--- src/sdramPkg.sv ---
package sdramPkg;

  // --------------------------------------------------
  // bus address word
  // --------------------------------------------------
  typedef union packed {
    logic [31:0] raw;
    struct packed {
      logic [6:0]  region;
      logic [1:0]  bank;
      logic [12:0] row;
      logic [7:0]  column;   // 32-bit word within the row.
      logic [1:0]  byteSel;
    } fields;
  } busAddress_t;

  typedef enum logic [4:0] {
    stReset, stPowerWait,
    stInitPrecharge, stInitPrechargeWait,
    stInitRefresh1, stInitRefresh1Wait,
    stInitRefresh2, stInitRefresh2Wait,
    stModeLoad, stModeLoadWait,
    stIdle, stRefresh, stRefreshWait,
    stActivate, stActivateWait,
    stWriteLo, stWriteHi, stWriteRecover,
    stReadCmd, stReadBurst, stBurstStop,
    stClose, stCloseWait
  } seqState_t;

  // --------------------------------------------------
  // commands as {csN, rasN, casN, weN}
  // --------------------------------------------------
  localparam logic [3:0] cmdNop       = 4'b0111;
  localparam logic [3:0] cmdPrecharge = 4'b0010;
  localparam logic [3:0] cmdRefresh   = 4'b0001;
  localparam logic [3:0] cmdModeReg   = 4'b0000;
  localparam logic [3:0] cmdActivate  = 4'b0011;
  localparam logic [3:0] cmdRead      = 4'b0101;
  localparam logic [3:0] cmdWrite     = 4'b0100;
  localparam logic [3:0] cmdBurstStop = 4'b0110;

  // single writes, CL 2, sequential full-page bursts.
  localparam logic [12:0] modeRegValue = 13'b0_0010_0010_0111;

  localparam int casLatency = 2;

  localparam logic [12:0] prechargeAllA10 = 13'h0400;

  localparam int readFifoDepthLog2 = 8;   // one full-page burst.

endpackage

--- src/busFrontEnd.sv ---
module busFrontEnd #(
  parameter logic [31:0] baseAddress = 32'h0000_0000
) (
  input  logic                  clock,
  input  logic                  reset,
  input  logic                  beginTransactionIn,
  input  logic                  endTransactionIn,
  input  logic                  readNotWriteIn,
  input  logic                  dataValidIn,
  input  logic [31:0]           addressDataIn,
  input  logic [3:0]            byteEnablesIn,
  input  logic [7:0]            burstSizeIn,
  input  logic                  accepted,
  input  logic                  writeDone,
  output logic                  mine,
  output logic                  readRequest,
  output logic                  writeRequest,
  output sdramPkg::busAddress_t address,
  output logic [7:0]            burstSize,
  output logic [3:0]            byteEnables,
  output logic [31:0]           writeData,
  output logic                  busyOut
);

  logic transactionActive;
  logic readNotWrite;
  logic beginSeen;   // fields registered, region known.
  logic writeBusy;

  assign mine    = transactionActive && (address.raw[31:25] == baseAddress[31:25]);
  assign busyOut = mine && writeBusy;

  always_ff @(posedge clock)
  begin
    if (beginTransactionIn)
    begin
      address.raw  <= addressDataIn;
      readNotWrite <= readNotWriteIn;
      byteEnables  <= byteEnablesIn;
      burstSize    <= burstSizeIn;
    end
    if (dataValidIn && writeBusy)
      writeData <= addressDataIn;   // the bus carries data after the address.
  end

  always_ff @(posedge clock)
  begin
    if (reset)
    begin
      transactionActive <= 1'b0;
      beginSeen         <= 1'b0;
      writeBusy         <= 1'b0;
      readRequest       <= 1'b0;
      writeRequest      <= 1'b0;
    end
    else
    begin
      beginSeen <= beginTransactionIn;
      if (beginTransactionIn)
        transactionActive <= 1'b1;
      else if (endTransactionIn)
        transactionActive <= 1'b0;
      if (beginTransactionIn)
        writeBusy <= ~readNotWriteIn;
      else if (writeDone)
        writeBusy <= 1'b0;
      // requests stay up until the sequencer takes them.
      if (accepted)
        readRequest <= 1'b0;
      else if (beginSeen && mine && readNotWrite)
        readRequest <= 1'b1;
      if (accepted)
        writeRequest <= 1'b0;
      else if (dataValidIn && mine && writeBusy)
        writeRequest <= 1'b1;
    end
  end

endmodule

--- config.mk ---
export PLATFORM = sky130hd
export DESIGN_NAME = busFrontEnd
export DESIGN_NICKNAME = d
export VERILOG_FILES = /design/src/sdramPkg.sv /design/src/busFrontEnd.sv
export SDC_FILE = /design/constraint.sdc
export NUM_CORES = 1
export LEC_CHECK = 0
export BUFFER_PORTS_ARGS = -buffer_cell sky130_fd_sc_hd__buf_2
export CORE_ASPECT_RATIO = 1.4
export CORE_MARGIN = 1.5
export CORE_UTILIZATION = 44
export DETAILED_ROUTE_END_ITERATION = 10
export PLACE_DENSITY = 0.78
export SLEW_MARGIN = 5
export SYNTH_ARGS = -nofsm -noshare
export SYNTH_HDL_FRONTEND = slang
export SYNTH_SLANG_ARGS = --single-unit
--- constraint.sdc ---
create_clock -name clock -period 1.74 [get_ports clock]
set_clock_uncertainty 0.05 [all_clocks]
set_input_delay 0.174 -clock clock [delete_from_list [all_inputs] [get_ports clock]]
set_output_delay 0.174 -clock clock [all_outputs]
set_load 0.1 [all_outputs]
Word-level counts from Yosys, hierarchy flattened:

Index checks and enable logic that the tools add are counted.

* bits of input ports: 52
* register bits after elaboration: 82
* output and inout bits: 80

* bitwise logic cells: 1
* multiplexer cells: 4
* reduce and logical (&&, ||, !) cells: 11

Operators with widths (number)
* logical AND 1 bit: 7
* zero test 7 bit: 1
* 2-to-1 mux 1 bit: 4
* nonzero test 2 bit: 2
* OR reduction 2 bit: 1
* inverter 1 bit: 1

Depth between registers and ports, before layout:

* depth after elaboration: 4
* depth in mapped cells: 2

Least setup slack after synthesis:

No wires, ideal clock.

* path kind: reg2out
* start point: reg address[26] (netlist name)
* end point: out busyOut
* cell stages (with the launch flop): 3
* slack: -2029 ps
* data arrival time: 3545 ps
* buffers on the path: 0
* data required time: 1516 ps
* cells stage by stage: edfxtp_1 or4_4 nor3_1

* longest elaborated chain between the ends: 3

RTL lines
* start, declared: RTL line busFrontEnd.sv:18 `output sdramPkg::busAddress_t address,`
* zero test 7 bit: RTL line busFrontEnd.sv:30 `assign mine = transactionActive && (address.raw[31:25] == baseAddress[31:25]);`
* logical AND 1 bit: RTL line busFrontEnd.sv:30
* logical AND 1 bit: RTL line busFrontEnd.sv:31 `assign busyOut = mine && writeBusy;`
* end, declared: RTL line busFrontEnd.sv:22 `output logic busyOut`

Every way passes these cells.

Final worst setup path:

* start point: reg address[27] (netlist name)
* end point: out busyOut

The elaborated chain is that of the path after synthesis.

==> results.tsv <==
metric	value	unit
synth-adder-area-share	0	
worstSetupPathType	reg2out	
worstPathRequired	1.52	ns
cpLargestDelayFamily	simple AND/OR/NAND/NOR gates	
drv_slew	0	
ys_warn_count	0	
synth.most_common_cell	edfxtp_1	
vias	1722	
yosys.area_share.simple	0.0412	
cts_tree	yes	
slowest_delay	0.58	ns
hold_path_depth	2	
clk_root_buffer_cell	clkbuf_8	
grt_max_degree	33	
slowest_stage	or4_4	
hp-class	in2reg	
ff_latch_area	0.00241	sq mm
worstPathArrival	1.74	ns
multi_input_area	149	sq um
grt_pass1_wl	8.91	mm
slew_headroom	0.663	
finalCritPeriodShare	1.13	
dieWidth	67.3	um
min-delay-start	reset	
start_util	0.458	
ys_ff_latch	82	
power	4.66	mW
drc	0	
hold_end	beginSeen$_SDFF_PP0_	
r2r-end	writeRequest$_SDFFE_PP0P_	
crit_path_end_kind	output pin	
layout-drive-gt1-share	0.527	
vdd_drop_max	0.827	mV
cp_cell_sequence	or4_4 > nor3_4 > buf_12	
fin_tns_setup	-0.354	ns
p_per_area	1150	mW/mm^2
r2r_slack	0.24	ns
synth-xor-area-share	0	
synthFlopType	edfxtp_1	
yosysUniqueCellTypes	14	
maxCapViolCount	0	
drtIter0Drc	78	
wl_per_cell	16.8	um
synth.top_cells.by_area	edfxtp_1 (91%), dfxtp_1 (3.9%), or4bb_1 (0.88%)	
antenna_found_initial	0	
async_reset_ff_frac	0	
track_usage	0.206	
ff2ff_path_depth	3	
finalSetupViolCount	2	
routed_wl	6.19	mm
setup_slack	-0.228	ns
drt-pass1-iter-count	4	
ctsResizeCount	0	
synth-compound-area-share	0.00981	
critPathMaxFanout	3	
synth_edf_count	77	
fillCellCount	339	
cts_max_level	3	
synthesis.area	0.00255	sq mm
core_area	0.00557	sq mm
cts_buffer_depth	2	
final_nets	347	
outcome	finished with violations	
synth_seq_area_share	0.946	
start_kind	flop	
syn_nets	153	
row_count	32	
clock_sinks	82	
clock.fmax	508	MHz
synth_common_cells	edfxtp_1 (77), dfxtp_1 (5)	
fp.dieArea	0.00627	sq mm
violations	setup timing	
via_per_inst	4.68	
synth_top_family_by_area	simple AND/OR/NAND/NOR gates	
critPathBufInv	1	
clk-insertion-delay-late	0.34	ns
synth_top_area_cell	edfxtp_1	
syn_avg_cell_area	25.2	sq um
ant_nets	0	
yosysTopAreaCellShare	0.907	
clkTransAtPathRegs	0.08	ns
placement.cell_area	0.00338	sq mm
muxShareOfSynthArea	0	
crit_cells	3	
ioPinCount	132	
finish.utilization	0.728	
rsz0062_at_grt	true	
grt_pass1_vias	1786	
syn_inst	101	
finalWeightedCongestion	0.667	
io_buffer_count	131	
rr_startpoint	address[27]$_DFFE_PP_	
numCtsBuffers	9	
min_period	1.97	ns
worst_pin_slew	0.510	ns
hold_viol	0	
final_cell_area	0.00405	sq mm
area_growth	58.9	%
num_antenna_cells	0	
p_leak	1.67	nW
grt_overflow	0	
fp.dieH	93.1	um
## layout make-up
| type | count | share of cell area |
|---|---|---|
| sequential | 82 | 0.595 |
| timing repair buffer | 183 | 0.296 |
| multi-input combinational | 17 | 0.0368 |
| clock buffer | 12 | 0.0358 |
| tap | 68 | 0.0210 |
| clock inverter | 4 | 0.0127 |
| inverter | 2 | 0.00185 |
## flip-flops by register name, indices dropped and copies added, names as in the netlist
name               count
address               32
readNotWrite           1
writeBusy              1
writeRequest           1
readRequest            1
byteEnables            4
burstSize              8
writeData             32
beginSeen              1
transactionActive      1
## cell families after synthesis
| kind of cell | count (synthesis) |
|---|---|
| AOI/OAI and AO/OA | 4 |
| DFF | 82 |
| buffers and inverters | 2 |
| and+or+nand+nor | 13 |
## timing repair
item                                    CTS  global route
buffers inserted                          3             0
pin swaps                                 4             2
hold buffers                             45             0
endpoints found under the setup margin    2             2
hold endpoints to repair                 77             0
## per-stage QoR
| step | instances | setup slack [ns] | hold slack (ns) |
|---|---|---|---|
| global placement | 304 | 0.149 | 0.300 |
| detailed placement | 304 | 0.114 | 0.302 |
| floorplan | 101 | -0.777 | 0.191 |
| CTS | 368 | -0.255 | 0.0132 |
| finish | 368 | -0.228 | 0.0309 |
| global route | 368 | -0.279 | 0.0297 |
## per-layer routing
metal,track usage,vias to the layer above,share of wire
li1,-,792,-
met1,0.207,816,0.34
met2,0.361,100,0.54
met3,0.0939,14,0.087
met4,0.0799,0,0.026
met5,0,-,0
## report_power, final
part | switching [mW] | internal, mW | total [mW]
Combinational | 0.827 | 0.185 | 1.01
Sequential | 0.0313 | 2.27 | 2.30
Clock | 0.642 | 0.707 | 1.35
## worst max path at each step
| stage | startpoint | end |
|---|---|---|
| detailed placement | address[26]$_DFFE_PP_ | busyOut |
| global placement | address[26]$_DFFE_PP_ | busyOut |
| floorplan | address[26]$_DFFE_PP_ | busyOut |
| finish | address[27]$_DFFE_PP_ | busyOut |
| CTS | address[29]$_DFFE_PP_ | busyOut |
| global route | address[28]$_DFFE_PP_ | busyOut |
## layout by cell type (no fill, tap or decap), drive strengths merged
master,count
bufinv,1
inv,3
nand2b,2
or4,1
or4b,1
dlygate4sd3,45
nor3,1
or4bb,2
edfxtp,77
clkbuf,12
or3b,3
dfxtp,5
a21oi,2
buf,138
nor2,2
clkinvlp,1
o31ai,2
clkinv,1
and2,1
(Power assumes the default switching activity.)
