<file path="src/initRefreshTimer.sv">
module initRefreshTimer #(
  parameter int systemClockInHz = 10000000
) (
  input  logic clock,
  input  logic reset,
  input  logic startPowerWait,
  input  logic startRefresh,
  output logic waitDone,
  output logic refreshDue
);

  localparam int powerWaitCycles     = systemClockInHz / 10000;              // 100 us.
  localparam int refreshWaitCycles   = (systemClockInHz / 1000000) * 70 / 1000 + 1;
  localparam int refreshPeriodCycles = (systemClockInHz / 1000) * 78 / 10000; // 7.8 us.

  localparam logic [19:0] powerWaitLoad   = 20'(powerWaitCycles - 1);
  localparam logic [19:0] refreshWaitLoad = 20'(refreshWaitCycles - 1);
  // idle reacts at once, the refresh command follows a cycle later.
  localparam logic [19:0] refreshPeriodLoad = 20'(refreshPeriodCycles - 2);

  logic [19:0] waitCount;
  logic        waitRunning;
  logic [19:0] periodCount;

  assign waitDone   = waitRunning && (waitCount == 20'd0);
  assign refreshDue = (periodCount == 20'd0);

  always_ff @(posedge clock)
  begin
    if (reset)
    begin
      waitRunning <= 1'b0;
      waitCount   <= 20'd0;
      periodCount <= refreshPeriodLoad;
    end
    else
    begin
      if (startPowerWait)
      begin
        waitRunning <= 1'b1;
        waitCount   <= powerWaitLoad;
      end
      else if (startRefresh)
      begin
        waitRunning <= 1'b1;
        waitCount   <= refreshWaitLoad;
      end
      else if (waitDone)
        waitRunning <= 1'b0;
      else if (waitRunning)
        waitCount <= waitCount - 20'd1;

      if (startRefresh)
        periodCount <= refreshPeriodLoad;
      else if (!refreshDue)
        periodCount <= periodCount - 20'd1;   // holds at zero until served.
    end
  end

endmodule

</file>
<file path="config.mk">
export PLATFORM = sky130hd
export DESIGN_NAME = initRefreshTimer
export DESIGN_NICKNAME = d
export VERILOG_FILES = /design/src/initRefreshTimer.sv
export SDC_FILE = /design/constraint.sdc
export NUM_CORES = 1
export LEC_CHECK = 0
export BUFFER_PORTS_ARGS = -buffer_cell sky130_fd_sc_hd__buf_2
export CORE_ASPECT_RATIO = 1.4
export CORE_MARGIN = 2
export CORE_UTILIZATION = 55
export CTS_CLUSTER_DIAMETER = 200
export CTS_CLUSTER_SIZE = 10
export DETAILED_ROUTE_END_ITERATION = 8
export GPL_TIMING_DRIVEN = 0
export HOLD_SLACK_MARGIN = 0.15
export PLACE_DENSITY = 0.84
export SYNTH_ARGS = -nofsm -noshare
export SYNTH_HDL_FRONTEND = slang
export SYNTH_SLANG_ARGS = --single-unit
</file>
<file path="constraint.sdc">
create_clock -name clock -period 2.2 [get_ports clock]
set_input_delay 0.22 -clock clock [delete_from_list [all_inputs] [get_ports clock]]
set_output_delay 0.22 -clock clock [all_outputs]
set_load 0.05 [all_outputs]
</file>
# == Yosys cells after proc, flatten, opt, wreduce, memory -nomap -nowiden ==
# Cells that the tools add are included.
# totals
ff_bits,41
in_bits,4
output_inout_bits,2
elab_cells,24
# classes
n_addsub,2
eq_ne,1
mux,7
bitwise,1
n_reduce_logical,9
# op_table
op,n
20-bit zero test,2
10-bit 2-to-1 mux,4
"20-bit by 1-bit subtractor with 20-bit output, second input constant",2
3-bit nonzero test,2
2-bit AND reduction,2
1-bit 2-to-1 mux,3
"3-bit inequality test, second input constant",1
3-bit OR reduction,1
2-bit OR reduction,1
1-bit logical AND,1
1-bit inverter,1

# == Logic depth before layout (Yosys ltp) ==
# logic_depth
depth_word,5
ltp_mapped,8
ltp_nobuf,7

# == Worst setup path before layout ==
# OpenSTA, ideal clock, no wires.
# synth_timing
kind,register to register
startpoint,register waitCount[0]
endpoint,register waitCount[6]
setup_ps,128
t_arrival_ps,2121
t_required_ps,2072
path_slack_ps,-49
path_stages_with_launch,9
path_buffers,1
period_less_slack_ps,2249
cell_sequence,dfxtp_1 -> inv_1 -> ha_1 -> or4b_2 -> or4_4 -> buf_6 -> o2111ai_2 -> xor2_1 -> o21ai_1
# synth_via
elab_chain_cells,5
word_cells_on_any_way,9
classes_between,1 x add/sub; 1 x eq/ne; 4 x mux; 3 x reduce/logical
# synth_rtl
element,line,text
start: declaration,21,logic [19:0] waitCount;
start signal: assignment,41,waitCount <= powerWaitLoad;
start signal: assignment,46,waitCount <= refreshWaitLoad;
start signal: assignment,51,waitCount <= waitCount - 20'd1;
20-bit by 1-bit subtractor with 20-bit output,51,
10-bit 2-to-1 mux,50,else if (waitRunning)
10-bit 2-to-1 mux,48,else if (waitDone)
10-bit 2-to-1 mux,43,else if (startRefresh)
10-bit 2-to-1 mux,38,if (startPowerWait)
# Several ways; a longest one is shown, not always the timed one. The select of a mux whose other input is x is not followed.
# A chain may end at the register's enable or synchronous reset.

# == Worst setup path in the final report ==
# layout_timing
startpoint,register waitCount[0]
endpoint,register waitCount[5]
# The elaborated chain is that of the path after synthesis.

==> summary.log <==
[global_route] antenna violations before repair 0
[timing] count of final hold-check violations 0
[synthesis] average cell area after synthesis 8.636 um2
[floorplanning] starting utilization of the core area 0.5671
[synthesis] yosys synthesis warning count 0
[synthesis] post-synthesis cell type count 44
[synthesis] Post-synth EDFFs 0
[global_route] number of global-route vias before repair 1,702
[global_route] largest net degree at the start of global routing 13
[min_path] worst hold-check path type input pin to flop
[routing] detailed-route wire length per cell 15.65 um
[power_and_ir_drop] Max rail drop VDD 587.5 uV
[synthesis] top_reg_cell synth sky130_fd_sc_hd__dfxtp_1
[power_and_ir_drop] Pwr Density 653.3 nW/um2
[layout] ant diodes 0
[worst_setup_path] combined buffer and inverter count along the critical path 2
[routing] mean number of vias per cell 5.993
[run] count of maximum capacitance violations 0
[timing] worst setup slack after layout -0.1079 ns
[routing] DRC violations left 0
[worst_setup_path] type of destination of the critical path flop
[synthesis] total of flip-flops plus latches after synthesis 41
[power_and_ir_drop] Pleak 0.8634 nW
[clock_network] # H-tree levels 2
[floorplanning] floorplan die height 75.88 um
[worst_setup_path] data arrival time of the worst path 2.49 ns
[worst_setup_path] Worst Path Class, Setup flop to flop
[timing] final critical path time including I/O delays and setup 2.308 ns
[outcome] violations in the final reports setup timing
[clock_network] clock tree from TritonCTS yes
[timing] share of the clock period used by the worst path 1.049
[placement] Cell Count Post-Placement 282
[placement] RePlAce Congestion 0.8976
[floorplanning] Total Die Area 4199 um2
[clock_network] Inserted Clock Buffers 5
[synthesis] gate count after technology mapping 235
[synthesis] share of flip-flops with an asynchronous set or reset 0
[clock_network] Max Root-Sink Buffers 2
[timing] minimum hold slack 0.2074 ns
[floorplanning] cell row count 26
[layout] Nets 261
[routing] count of TritonRoute iterations in the first routing pass 4
[layout] area of all placed cells without fillers 2392 um2
[floorplanning] core region area 3578 um2
[routing] post-detailed-route count of antenna-violating nets 0
[worst_setup_path] worst path required time 2.38 ns
[worst_setup_path] Worst path max stage delay 0.55 ns
[global_route] Overall Global Routing Usage 0.2221
[placement] HPWL Detailed 2.911 mm
[global_route] first-pass GRT wire length 7.376 mm
[worst_setup_path] worst path cell trace inv_2 -> ha_1 -> or4b_4 -> or4_4 -> buf_8 -> o2111a_1 -> a21oi_2 -> o21ai_1
[global_route] total grt overflow 0
[timing] fmax 0.4333 GHz
[worst_setup_path] CP startpoint kind flop
[worst_setup_path] family with the most delay on the worst path simple AND/OR/NAND/NOR gates
[routing] total detailed-routing wirelength 4.631 mm
[timing] total setup violations reported at the end of the flow 10
[timing] setup clock skew after layout 0.007849 ns
[layout] area added between synthesis and finish 17.88%
[synthesis] top cells by instance count after synthesis sky130_fd_sc_hd__dfxtp_1, sky130_fd_sc_hd__nor2_1, sky130_fd_sc_hd__a21oi_1
[routing] drt initial violations 82
[synthesis] largest area contributor in the synthesized netlist sky130_fd_sc_hd__dfxtp_1
[timing] Slew HR 0.5439
[layout] ratio of cells with drive above 1 in the final layout 0.2087
[power_and_ir_drop] Tot Pwr 0.001563 W
[floorplanning] DIE WIDTH 55.34 um
[clock_network] clock transition at the register clock pins on the worst setup and hold paths after CTS 0.08 ns
[synthesis] top cells by area, synth sky130_fd_sc_hd__dfxtp_1, sky130_fd_sc_hd__xor2_1, sky130_fd_sc_hd__or3_1, sky130_fd_sc_hd__a21oi_1, sky130_fd_sc_hd__nor2_1
[floorplanning] number of primary I/O pins 6
[synthesis] sequential cell area fraction in the yosys report 0.4044
[timing] unrepaired setup endpoints after global routing yes
[clock_network] clock latency at the later pin of the worst-skew pair 0.30 ns
[timing] slew of the pin with the lowest slew margin 0.6789 ns
[synthesis] cell area after technology mapping 2029 um2
[layout] Non-Filler Instances 296
[outcome] result of the run complete, but fails checks
[worst_setup_path] maximum net fanout on the critical path 5
[placement] instance area after placement 2111 um2
[routing] via count 1,774
[synthesis] share of Yosys cell area claimed by the top area cell type 0.4044
[clock_network] cell chosen for the clock root sky130_fd_sc_hd__clkbuf_8
[placement] worst setup slack before clock tree synthesis -0.1180 ns
[timing] Slew Limit Fails 0
[synthesis] most repeated cell in the gate-level netlist after synthesis sky130_fd_sc_hd__dfxtp_1
[layout] fill count 292
[clock_network] TritonCTS sink count 41
[worst_setup_path] Critical Path Slowest Stage Cell sky130_fd_sc_hd__or4_4
[synthesis] Post-Synthesis Net Count 243
[placement] IO Port Bufs 5
## cell usage in the layout (no fill, tap or decap), types with 2 or more instances in the layout
cell / synthesis / final
sky130_fd_sc_hd__a211oi_1: 2 / 2
sky130_fd_sc_hd__a21oi_1: 16 / 15
sky130_fd_sc_hd__and2_1: 2 / 2
sky130_fd_sc_hd__and3_1: 3 / 3
sky130_fd_sc_hd__buf_2: 2 / 4
sky130_fd_sc_hd__buf_4: 0 / 7
sky130_fd_sc_hd__clkbuf_1: 6 / 5
sky130_fd_sc_hd__clkbuf_8: 0 / 7
sky130_fd_sc_hd__dfxtp_1: 41 / 36
sky130_fd_sc_hd__dfxtp_2: 0 / 4
sky130_fd_sc_hd__ha_1: 4 / 4
sky130_fd_sc_hd__inv_1: 8 / 6
sky130_fd_sc_hd__inv_2: 0 / 2
sky130_fd_sc_hd__nand2_1: 7 / 6
sky130_fd_sc_hd__nand2b_1: 3 / 3
sky130_fd_sc_hd__nand3_1: 10 / 10
sky130_fd_sc_hd__nand4_1: 5 / 5
sky130_fd_sc_hd__nor2_1: 20 / 19
sky130_fd_sc_hd__nor3_1: 13 / 13
sky130_fd_sc_hd__nor4_1: 3 / 2
sky130_fd_sc_hd__o2111ai_2: 2 / 2
sky130_fd_sc_hd__o211ai_1: 2 / 2
sky130_fd_sc_hd__o211ai_2: 2 / 2
sky130_fd_sc_hd__o21ai_0: 9 / 9
sky130_fd_sc_hd__o21ai_1: 7 / 7
sky130_fd_sc_hd__o311ai_1: 3 / 3
sky130_fd_sc_hd__o31ai_1: 3 / 3
sky130_fd_sc_hd__or2_2: 3 / 3
sky130_fd_sc_hd__or3_1: 14 / 14
sky130_fd_sc_hd__or4_1: 7 / 4
sky130_fd_sc_hd__or4_4: 1 / 4
sky130_fd_sc_hd__xnor2_1: 6 / 5
sky130_fd_sc_hd__xor2_1: 14 / 14
## worst paths after layout
| check | cells past startpoint | slack, ns | startpoint | endpoint |
|---|---|---|---|---|
| worst max register to register | 8 | -0.11 | waitCount[0] | waitCount[5] |
| worst max-delay path | 8 | -0.11 | waitCount[0] | waitCount[5] |
| worst min register to register | 2 | 0.49 | waitCount[13] | waitCount[13] |
| worst min-delay path | 3 | 0.21 | startPowerWait | waitRunning |
## metrics by stage
stage,setup TNS (ns),util
4_1_cts,-0.5769,0.6531
3_3_place_gp,-0.9038,0.5899
6_report,-0.6109,0.6685
5_1_grt,-1.901,0.6685
3_5_place_dp,-0.8106,0.5899
2_1_floorplan,0,-
## cells by family after synthesis
| logic type | synth area share |
|---|---|
| xor+xnor | 0.08631 |
| flops | 0.4044 |
| compound gates | 0.1739 |
| fa+ha+maj | 0.02466 |
| simple gates | 0.2725 |
| buf+inv | 0.03822 |
## final cells by class
type	count	area [um2]	share of cell area
tap	42	52.55	0.02197
inverter	8	30.03	0.01255
clock buffer	7	96.34	0.04027
buffer	8	45.04	0.01883
clock inverter	1	5.005	0.002092
timing repair buffer	13	113.9	0.04759
sequential	41	829.5	0.3468
multi-input combinational	176	1220	0.5099
## power breakdown
| part | leakage, nW | switching [W] | internal (W) |
|---|---|---|---|
| logic | 0.474 | 0.000124 | 0.000105 |
| clock network | 0.0542 | 0.000264 | 0.000284 |
| registers | 0.335 | 0.0000236 | 0.000762 |
## flip-flops by register name, indices dropped and copies added, names as in the netlist
name and count:
waitCount 20, periodCount 20, waitRunning 1
## what timing repair did
item,CTS,global route
setup buffers,4,2
hold buffers,1,0
setup endpoints to repair,15,23
gates cloned,1,0
resized for setup,19,11
pin swaps,2,4
hold endpoints to repair,1,0
## worst min-delay path: stages
cell	delay [ns]
sky130_fd_sc_hd__buf_2	0.10
sky130_fd_sc_hd__nor2_1	0.04
sky130_fd_sc_hd__a21oi_1	0.12
## metal layers
metal	routed length, um	vias to the layer above	global-route usage
met3	96	10	0.05263
met5	0	-	0
li1	-	892	-
met1	1790	850	0.2298
met2	2656	22	0.4272
met4	88	0	0.1030
Power figures use the tool's default switching activity.
