[src/sdramPkg.sv]
package sdramPkg;

  // --------------------------------------------------
  // bus address word
  // --------------------------------------------------
  typedef union packed {
    logic [31:0] raw;
    struct packed {
      logic [6:0]  region;
      logic [1:0]  bank;
      logic [12:0] row;
      logic [7:0]  column;   // 32-bit word within the row.
      logic [1:0]  byteSel;
    } fields;
  } busAddress_t;

  typedef enum logic [4:0] {
    stReset, stPowerWait,
    stInitPrecharge, stInitPrechargeWait,
    stInitRefresh1, stInitRefresh1Wait,
    stInitRefresh2, stInitRefresh2Wait,
    stModeLoad, stModeLoadWait,
    stIdle, stRefresh, stRefreshWait,
    stActivate, stActivateWait,
    stWriteLo, stWriteHi, stWriteRecover,
    stReadCmd, stReadBurst, stBurstStop,
    stClose, stCloseWait
  } seqState_t;

  // --------------------------------------------------
  // commands as {csN, rasN, casN, weN}
  // --------------------------------------------------
  localparam logic [3:0] cmdNop       = 4'b0111;
  localparam logic [3:0] cmdPrecharge = 4'b0010;
  localparam logic [3:0] cmdRefresh   = 4'b0001;
  localparam logic [3:0] cmdModeReg   = 4'b0000;
  localparam logic [3:0] cmdActivate  = 4'b0011;
  localparam logic [3:0] cmdRead      = 4'b0101;
  localparam logic [3:0] cmdWrite     = 4'b0100;
  localparam logic [3:0] cmdBurstStop = 4'b0110;

  // single writes, CL 2, sequential full-page bursts.
  localparam logic [12:0] modeRegValue = 13'b0_0010_0010_0111;

  localparam int casLatency = 2;

  localparam logic [12:0] prechargeAllA10 = 13'h0400;

  localparam int readFifoDepthLog2 = 8;   // one full-page burst.

endpackage

[src/commandSequencer.sv]
module commandSequencer (
  input  logic                  clock,
  input  logic                  reset,
  input  logic                  waitDone,
  input  logic                  refreshDue,
  input  logic                  readRequest,
  input  logic                  writeRequest,
  input  sdramPkg::busAddress_t address,
  input  logic [7:0]            burstSize,
  input  logic [3:0]            byteEnables,
  input  logic [31:0]           writeData,
  input  logic                  fifoFull,
  output logic                  startPowerWait,
  output logic                  startRefresh,
  output logic                  accepted,
  output logic                  writeDone,
  output logic                  sdramInitBusy,
  output logic                  readCapture,
  output logic                  readFinished,
  output logic                  sdramCke,
  output logic                  sdramCsN,
  output logic                  sdramRasN,
  output logic                  sdramCasN,
  output logic                  sdramWeN,
  output logic [12:0]           sdramAddr,
  output logic [1:0]            sdramBa,
  output logic [1:0]            sdramDqmN,
  output logic [15:0]           sdramDataOut,
  output logic                  sdramDataDriven
);

  import sdramPkg::*;

  seqState_t             state;
  seqState_t             nextState;
  logic                  opWrite;
  logic [8:0]            halfCount;   // halves left in the read burst.
  logic [casLatency-1:0] captureDelay;
  logic                  captureLast;
  logic [3:0]            cmd;
  logic [12:0]           addrNext;
  logic [1:0]            dqmNext;

  assign startPowerWait = (state == stReset);
  assign startRefresh   = (state == stInitRefresh1) || (state == stInitRefresh2) ||
                          (state == stRefresh);
  assign accepted       = (state == stActivate);
  assign readCapture    = captureDelay[casLatency-1];
  assign readFinished   = captureLast && !readCapture;

  // --------------------------------------------------
  // state machine
  // --------------------------------------------------
  always_comb
  begin
    nextState = state;
    case (state)
      stReset:             nextState = stPowerWait;
      stPowerWait:         nextState = waitDone ? stInitPrecharge : state;
      stInitPrecharge:     nextState = stInitPrechargeWait;
      stInitPrechargeWait: nextState = stInitRefresh1;
      stInitRefresh1:      nextState = stInitRefresh1Wait;
      stInitRefresh1Wait:  nextState = waitDone ? stInitRefresh2 : state;
      stInitRefresh2:      nextState = stInitRefresh2Wait;
      stInitRefresh2Wait:  nextState = waitDone ? stModeLoad : state;
      stModeLoad:          nextState = stModeLoadWait;
      stModeLoadWait:      nextState = stIdle;
      stIdle:
      begin
        if (refreshDue)
          nextState = stRefresh;
        else if (writeRequest || (readRequest && !fifoFull))
          nextState = stActivate;
      end
      stRefresh:           nextState = stRefreshWait;
      stRefreshWait:       nextState = waitDone ? stIdle : state;
      stActivate:          nextState = stActivateWait;   // tRCD.
      stActivateWait:
      begin
        if (!opWrite)
          nextState = stReadCmd;
        else if (byteEnables[1:0] != 2'b00)
          nextState = stWriteLo;
        else if (byteEnables[3:2] != 2'b00)
          nextState = stWriteHi;
        else
          nextState = stWriteRecover;
      end
      stWriteLo:      nextState = (byteEnables[3:2] != 2'b00) ? stWriteHi : stWriteRecover;
      stWriteHi:      nextState = stWriteRecover;
      stWriteRecover: nextState = stClose;
      stReadCmd:      nextState = stReadBurst;
      stReadBurst:    nextState = (halfCount == 9'd0) ? stBurstStop : state;
      stBurstStop:    nextState = stClose;
      stClose:        nextState = stCloseWait;
      default:        nextState = stIdle;
    endcase
  end

  // --------------------------------------------------
  // command decode
  // --------------------------------------------------
  always_comb
  begin
    cmd      = cmdNop;
    addrNext = {4'b0000, address.fields.column, 1'b0};
    dqmNext  = 2'b00;
    case (state)
      stInitPrecharge, stClose:
      begin
        cmd      = cmdPrecharge;
        addrNext = prechargeAllA10;
      end
      stInitRefresh1, stInitRefresh2, stRefresh:
        cmd = cmdRefresh;
      stModeLoad:
      begin
        cmd      = cmdModeReg;
        addrNext = modeRegValue;
      end
      stActivate:
      begin
        cmd      = cmdActivate;
        addrNext = address.fields.row;
      end
      stWriteLo:
      begin
        cmd     = cmdWrite;
        dqmNext = ~byteEnables[1:0];
      end
      stWriteHi:
      begin
        cmd      = cmdWrite;
        addrNext = {4'b0000, address.fields.column, 1'b1};
        dqmNext  = ~byteEnables[3:2];
      end
      stReadCmd:   cmd = cmdRead;
      stBurstStop: cmd = cmdBurstStop;
      default:     cmd = cmdNop;
    endcase
  end

  always_ff @(posedge clock)
  begin
    if (reset)
    begin
      state           <= stReset;
      opWrite         <= 1'b0;
      halfCount       <= 9'd0;
      captureDelay    <= '0;
      captureLast     <= 1'b0;
      writeDone       <= 1'b0;
      sdramInitBusy   <= 1'b1;
      sdramCke        <= 1'b0;
      {sdramCsN, sdramRasN, sdramCasN, sdramWeN} <= cmdNop;
      sdramDataDriven <= 1'b0;
    end
    else
    begin
      state <= nextState;
      if (state == stIdle)
        opWrite <= writeRequest;
      if (state == stReadCmd)
        halfCount <= {burstSize, 1'b1};
      else if (state == stReadBurst)
        halfCount <= halfCount - 9'd1;
      captureDelay <= {captureDelay[casLatency-2:0], state == stReadBurst};
      captureLast  <= readCapture;
      writeDone    <= (state == stCloseWait) && opWrite;
      if (state == stModeLoadWait)
        sdramInitBusy <= 1'b0;
      sdramCke <= 1'b1;
      {sdramCsN, sdramRasN, sdramCasN, sdramWeN} <= cmd;
      sdramDataDriven <= (state == stWriteLo) || (state == stWriteHi);
    end
  end

  always_ff @(posedge clock)
  begin
    sdramAddr    <= addrNext;
    sdramBa      <= (state == stModeLoad) ? 2'b00 : address.fields.bank;
    sdramDqmN    <= dqmNext;
    sdramDataOut <= (state == stWriteHi) ? writeData[31:16] : writeData[15:0];
  end

endmodule

[config.mk]
export PLATFORM = sky130hd
export DESIGN_NAME = commandSequencer
export DESIGN_NICKNAME = d
export VERILOG_FILES = /design/src/sdramPkg.sv /design/src/commandSequencer.sv
export SDC_FILE = /design/constraint.sdc
export NUM_CORES = 1
export LEC_CHECK = 0
export BUFFER_PORTS_ARGS = -buffer_cell sky130_fd_sc_hd__buf_2
export CAP_MARGIN = 10
export CORE_MARGIN = 1.5
export CORE_UTILIZATION = 45
export CTS_CLUSTER_DIAMETER = 50
export DETAILED_ROUTE_END_ITERATION = 10
export GPL_TIMING_DRIVEN = 0
export PLACE_DENSITY_LB_ADDON = 0.05
export SLEW_MARGIN = 15
export SYNTH_ARGS = -nofsm -noshare
export SYNTH_HDL_FRONTEND = slang
export SYNTH_SLANG_ARGS = --single-unit
[constraint.sdc]
create_clock -name clock -period 3.8 [get_ports clock]
set_input_delay 0.57 -clock clock [delete_from_list [all_inputs] [get_ports clock]]
set_output_delay 0.57 -clock clock [all_outputs]
set_load 0.05 [all_outputs]
-- Word-level counts from Yosys, hierarchy flattened
Cells that the tools add are included.
- register bits: 59
- latch bits: 0
- bits in writable memories: 0
- bits in read-only memories: 0
- bits of input ports: 83
- memories kept: 0
- add/subtract/negate cells: 1
- $mul: 0
- divide/modulo/power cells: 0
- order comparisons: 0
- equal/unequal tests: 28
- shift operators: 0
- multiplexer cells: 18
- bitwise logic cells: 2
- reduce and logical (&&, ||, !) cells: 19
- operators with widths (kind ; count):
    $pmux 5 s20 ; 1
    $pmux 13 s4 ; 1
    $mux 5 ; 9
    $eq 5x4->1 const B ; 8
    $eq 5x5->1 const B ; 7
    $pmux 3 s7 ; 1
    $eq 5x3->1 const B ; 4
    $mux 9 ; 2
    $mux 16 ; 1
    $eq 5x2->1 const B ; 2
    $ne 2x2->1 const B ; 5
    $logic_not 9->1 ; 1
    $sub 9x1->9 const B ; 1
    $reduce_and 6->1 ; 1
    $reduce_bool 2->1 ; 3
    $reduce_or 2->1 ; 3
    $eq 5x1->1 const B ; 1
    $logic_not 5->1 ; 1
    $logic_or 1x1->1 ; 4
    $not 2->2 ; 2
    $pmux 2 s2 ; 1
    $logic_and 1x1->1 ; 3
    $ne 3x3->1 const B ; 1
    $reduce_or 3->1 ; 1
    other kinds (2) ; 4

-- Depth between registers and ports, before layout
- depth in word-level cells: 6
- mapped depth: 8

-- Least setup slack after synthesis
OpenSTA, ideal clock, no wires.
- path kind: flip-flop to output port
- start point: register state[0]
- end point: output startRefresh
- data arrival time: 1620 ps
- slack: 1610 ps
- stages on the path, launching flop included: 7
- cell sequence: dfxtp_1 -> buf_2 -> buf_2 -> buf_2 -> nor2_1 -> a22oi_1 -> nor2_1
- word-level cells in the longest chain between the ends: 3
- RTL lines (what ; RTL line ; RTL):
    from (decl) ; commandSequencer.sv:34 ; seqState_t state;
    from (signal assigned) ; commandSequencer.sv:147 ; state <= stReset;
    from (signal assigned) ; commandSequencer.sv:160 ; state <= nextState;
    $eq 5x3->1 ; commandSequencer.sv:45 ; assign startRefresh = (state == stInitRefresh1) || (state == stInitRefresh2) ||
    $logic_or 1x1->1 ; commandSequencer.sv:45 ;
    $logic_or 1x1->1 (*) ; commandSequencer.sv:45 ;
    to (decl) ; commandSequencer.sv:14 ; output logic startRefresh,
Every way passes the cells marked *; elsewhere a longest branch is shown, timed or not.

-- Worst setup path in the final report
- start point: register state[2]
- end point: output accepted
- word-level cells in the longest chain between the ends: 1
- RTL lines (what ; RTL line ; RTL):
    $eq 5x4->1 ; commandSequencer.sv:47 ; assign accepted = (state == stActivate);
    to (decl) ; commandSequencer.sv:15 ; output logic accepted,
No other way between the ends.

==> out/qor.txt <==
Data required time of the worst path = 3.23 ns
Die Span Y = 79.0 µm
Pre-CTS setup slack = 1.48 ns
Post-Syn Area = 2600 µm²
Synth cell types = 61
Final layout net count = 494
Routed WL = 6770 µm
CTS tree = built
P_leak = 1.56 nW
Worst Skew = 0.00614 ns
Synth async-reset ratio = 0%
Hold Crit Class = input port to flip-flop
Synth Area per Inst = 9.22 µm²
CTS Hold Bufs = 0
Avg WL per Cell = 13.9 µm
Remaining Overflow, GRT = 0
Number of flops mapped to enable cells by yosys = 0
CTS root buf = clkbuf_8
GRT Util Overall = 22.8%
Most used cell, CP = buf_2
CP max stage delay = 0.45 ns
FF-to-FF setup slack = 1.91 ns
Via Count = 2565
Port Buffers = 117
Fin crit period = 2.70 ns
Number of max-cap violations = 0
Largest net degree at the start of global routing = 11
Sum of negative setup slack = 0 ns
Placed cells = 471
DR vias/cell = 5.27
Number of buffer and inverter stages on the critical path = 3
I/O pin cnt = 129
Clock Sinks = 58
Peak supply drop = 0.358 mV
Syn nets = 366
Initial antenna violation count = 0
Max FO, Critical Path = 10
Synthesized netlist cell count = 282
Total core area = 5540 µm²
Part of the Yosys area used for sequential elements = 44.7%
Crit Path Class = flip-flop to primary output
Slowest cell on crit path = dfxtp_1
R2r worst-path depth = 6
Post-route ant nets = 0
Period utilisation layout = 71.0%
Hold_ws = 0.419 ns
Critical Path AT = 2.13 ns
CTS max path bufs = 2
Pwr per Cell Area = 634 nW/µm²
GPL Wtd Cong = 0.970
RSZ-0062 raised after global routing = no
Startpoint Class = flip-flop
DRC violations left = 0
# diodes = 0
Cell Rows = 27
Peak Freq = 0.371 GHz
Die Wd = 79.0 µm
FF+latch count, synth = 58
R2r endpoint = halfCount[4]$_SDFFE_PP0P_
Share of layout cells above drive strength 1 = 40.5%
Cell chain of the critical path = buf_2, nand2_1, nor3_1, buf_2, buf_2
Setup-failing EPs final = 0
Worst-Margin Slew = 0.661 ns
Vias in the first global route = 2415
Crit path capture type = primary output
Setup repair bufs after CTS = 0
Number of cells on the critical path = 5
First-pass GRT wire length = 11000 µm
Post-route insts no fill = 487
Setup ws final = 1.10 ns
Initial DRC count = 199
Status = finished, final reports clean
Post-cts resize count = 0
Area added between synthesis and finish = 32.3%
Starting density of the core = 46.9%
Fin. Hold Viols = 0
Drt first pass iters = 4
Synth warn = 0
CTS Buf Count = 9
Fin. max-slew vios = 0
Crit path to = accepted
Clk Latency, worst-skew pair = 0.34 ns
Top cell family by delay on the critical path = buffers and inverters
Worst reg2reg startpoint = state[2]$_SDFFE_PP0P_
Crit. Startpoint = state[2]$_SDFFE_PP0P_
Power consumption = 2.18 mW
Top_reg_cell synth = dfxtp_1
H-tree levels = 3
Clk pin slew, worst setup/hold paths = 0.06 ns
DP HPWL = 4980 µm
Worst slew margin = 55.6%
Die area = 6240 µm²
[cells by family after synthesis]
kind of cell	Yosys count	synth area share, %
AND/OR/NAND/NOR	96	20.2
AO/OA/AOI/OAI	76	20.6
flip-flops	58	44.7
buffers and inverters	29	5.25
multiplexers	17	7.31
XOR/XNOR	4	1.35
adder cells (fa/ha/maj)	1	0.481
other	1	0.144
[final cells by class]
type | count | area, µm²
repair buffers | 117 | 586
multi-input cells | 195 | 1300
inverters | 10 | 37.5
fillers | 516 | 2100
flip-flops and latches | 58 | 1160
clock buffers | 13 | 149
well taps | 72 | 90.1
plain buffers | 19 | 98.8
clock inverters | 3 | 15.0
[worst register-to-register path, delay by kind of cell (launching register included)]
| kind | cells | cell delay (ns) |
|---|---|---|
| buffers and inverters | 2 | 0.42 |
| DFF | 1 | 0.37 |
| AOI/OAI and AO/OA | 2 | 0.45 |
| and+or+nand+nor | 2 | 0.51 |
[power breakdown]
group	total, mW	switching [mW]	internal (mW)
sequential	0.720	0.0259	0.694
combinational	0.980	0.678	0.302
clock	0.480	0.229	0.251
total	2.18	0.933	1.25
[routing by layer]
layer,vias to the layer above,GRT usage (%),routed length (µm)
li1,1278,-,-
met1,1145,28.3,3030
met2,130,36.1,3030
met3,12,7.01,584
met4,0,10.5,127
met5,-,0,0
[cells in the final DEF, fill, tap and decap left out, types with 5 or more instances in the layout]
cell / n
nor2b_1: 12
a22oi_1: 6
clkbuf_8: 10
dfxtp_1: 58
clkbuf_1: 6
o21ai_0: 13
buf_2: 130
mux2_2: 12
nor2_1: 23
nor3_1: 9
a22o_1: 6
nand2_1: 22
o22ai_1: 5
a21oi_1: 18
inv_1: 9
[flip-flops by register name, summed over array words and instances (netlist names), 2 cells and up]
name	flops
sdramDqmN	2
captureDelay	2
state	5
halfCount	9
sdramBa	2
sdramAddr	13
sdramDataOut	16
[how the worst min path moves through the flow]
| stage | startpoint | to | slack, ns | depth (start not counted) |
|---|---|---|---|---|
| 2_1_floorplan | captureDelay[0]$_SDFF_PP0_ | captureDelay[1]$_SDFF_PP0_ | 0.41 | 1 |
| 3_3_place_gp | captureDelay[0]$_SDFF_PP0_ | captureDelay[1]$_SDFF_PP0_ | 0.42 | 1 |
| 3_5_place_dp | captureDelay[0]$_SDFF_PP0_ | captureDelay[1]$_SDFF_PP0_ | 0.42 | 1 |
| 4_1_cts | byteEnables[0] | sdramDqmN[0]$_DFF_P_ | 0.40 | 2 |
| 5_1_grt | byteEnables[0] | sdramDqmN[0]$_DFF_P_ | 0.41 | 2 |
| 6_report | byteEnables[0] | sdramDqmN[0]$_DFF_P_ | 0.42 | 2 |
[synth_stat cells, drive strengths merged (5+ instances only)]
cell	count	area share [%]
o21ai	13	2.5
nor2b	12	2.9
inv	9	1.3
a22o	6	2.0
nor2	23	3.3
nand2	23	3.4
a22oi	6	1.7
buf	16	3.4
mux2	16	6.9
a21oi	18	3.5
o22ai	5	1.2
nor3	10	2.1
dfxtp	58	45
[metrics by stage]
stage / area, µm² / util [%]
2_1_floorplan: 2600 / -
3_3_place_gp: 3280 / 59.1
3_5_place_dp: 3280 / 59.1
4_1_cts: 3440 / 62.1
5_1_grt: 3440 / 62.1
6_report: 3440 / 62.1
Note: power is estimated with default switching activity, not from simulation.
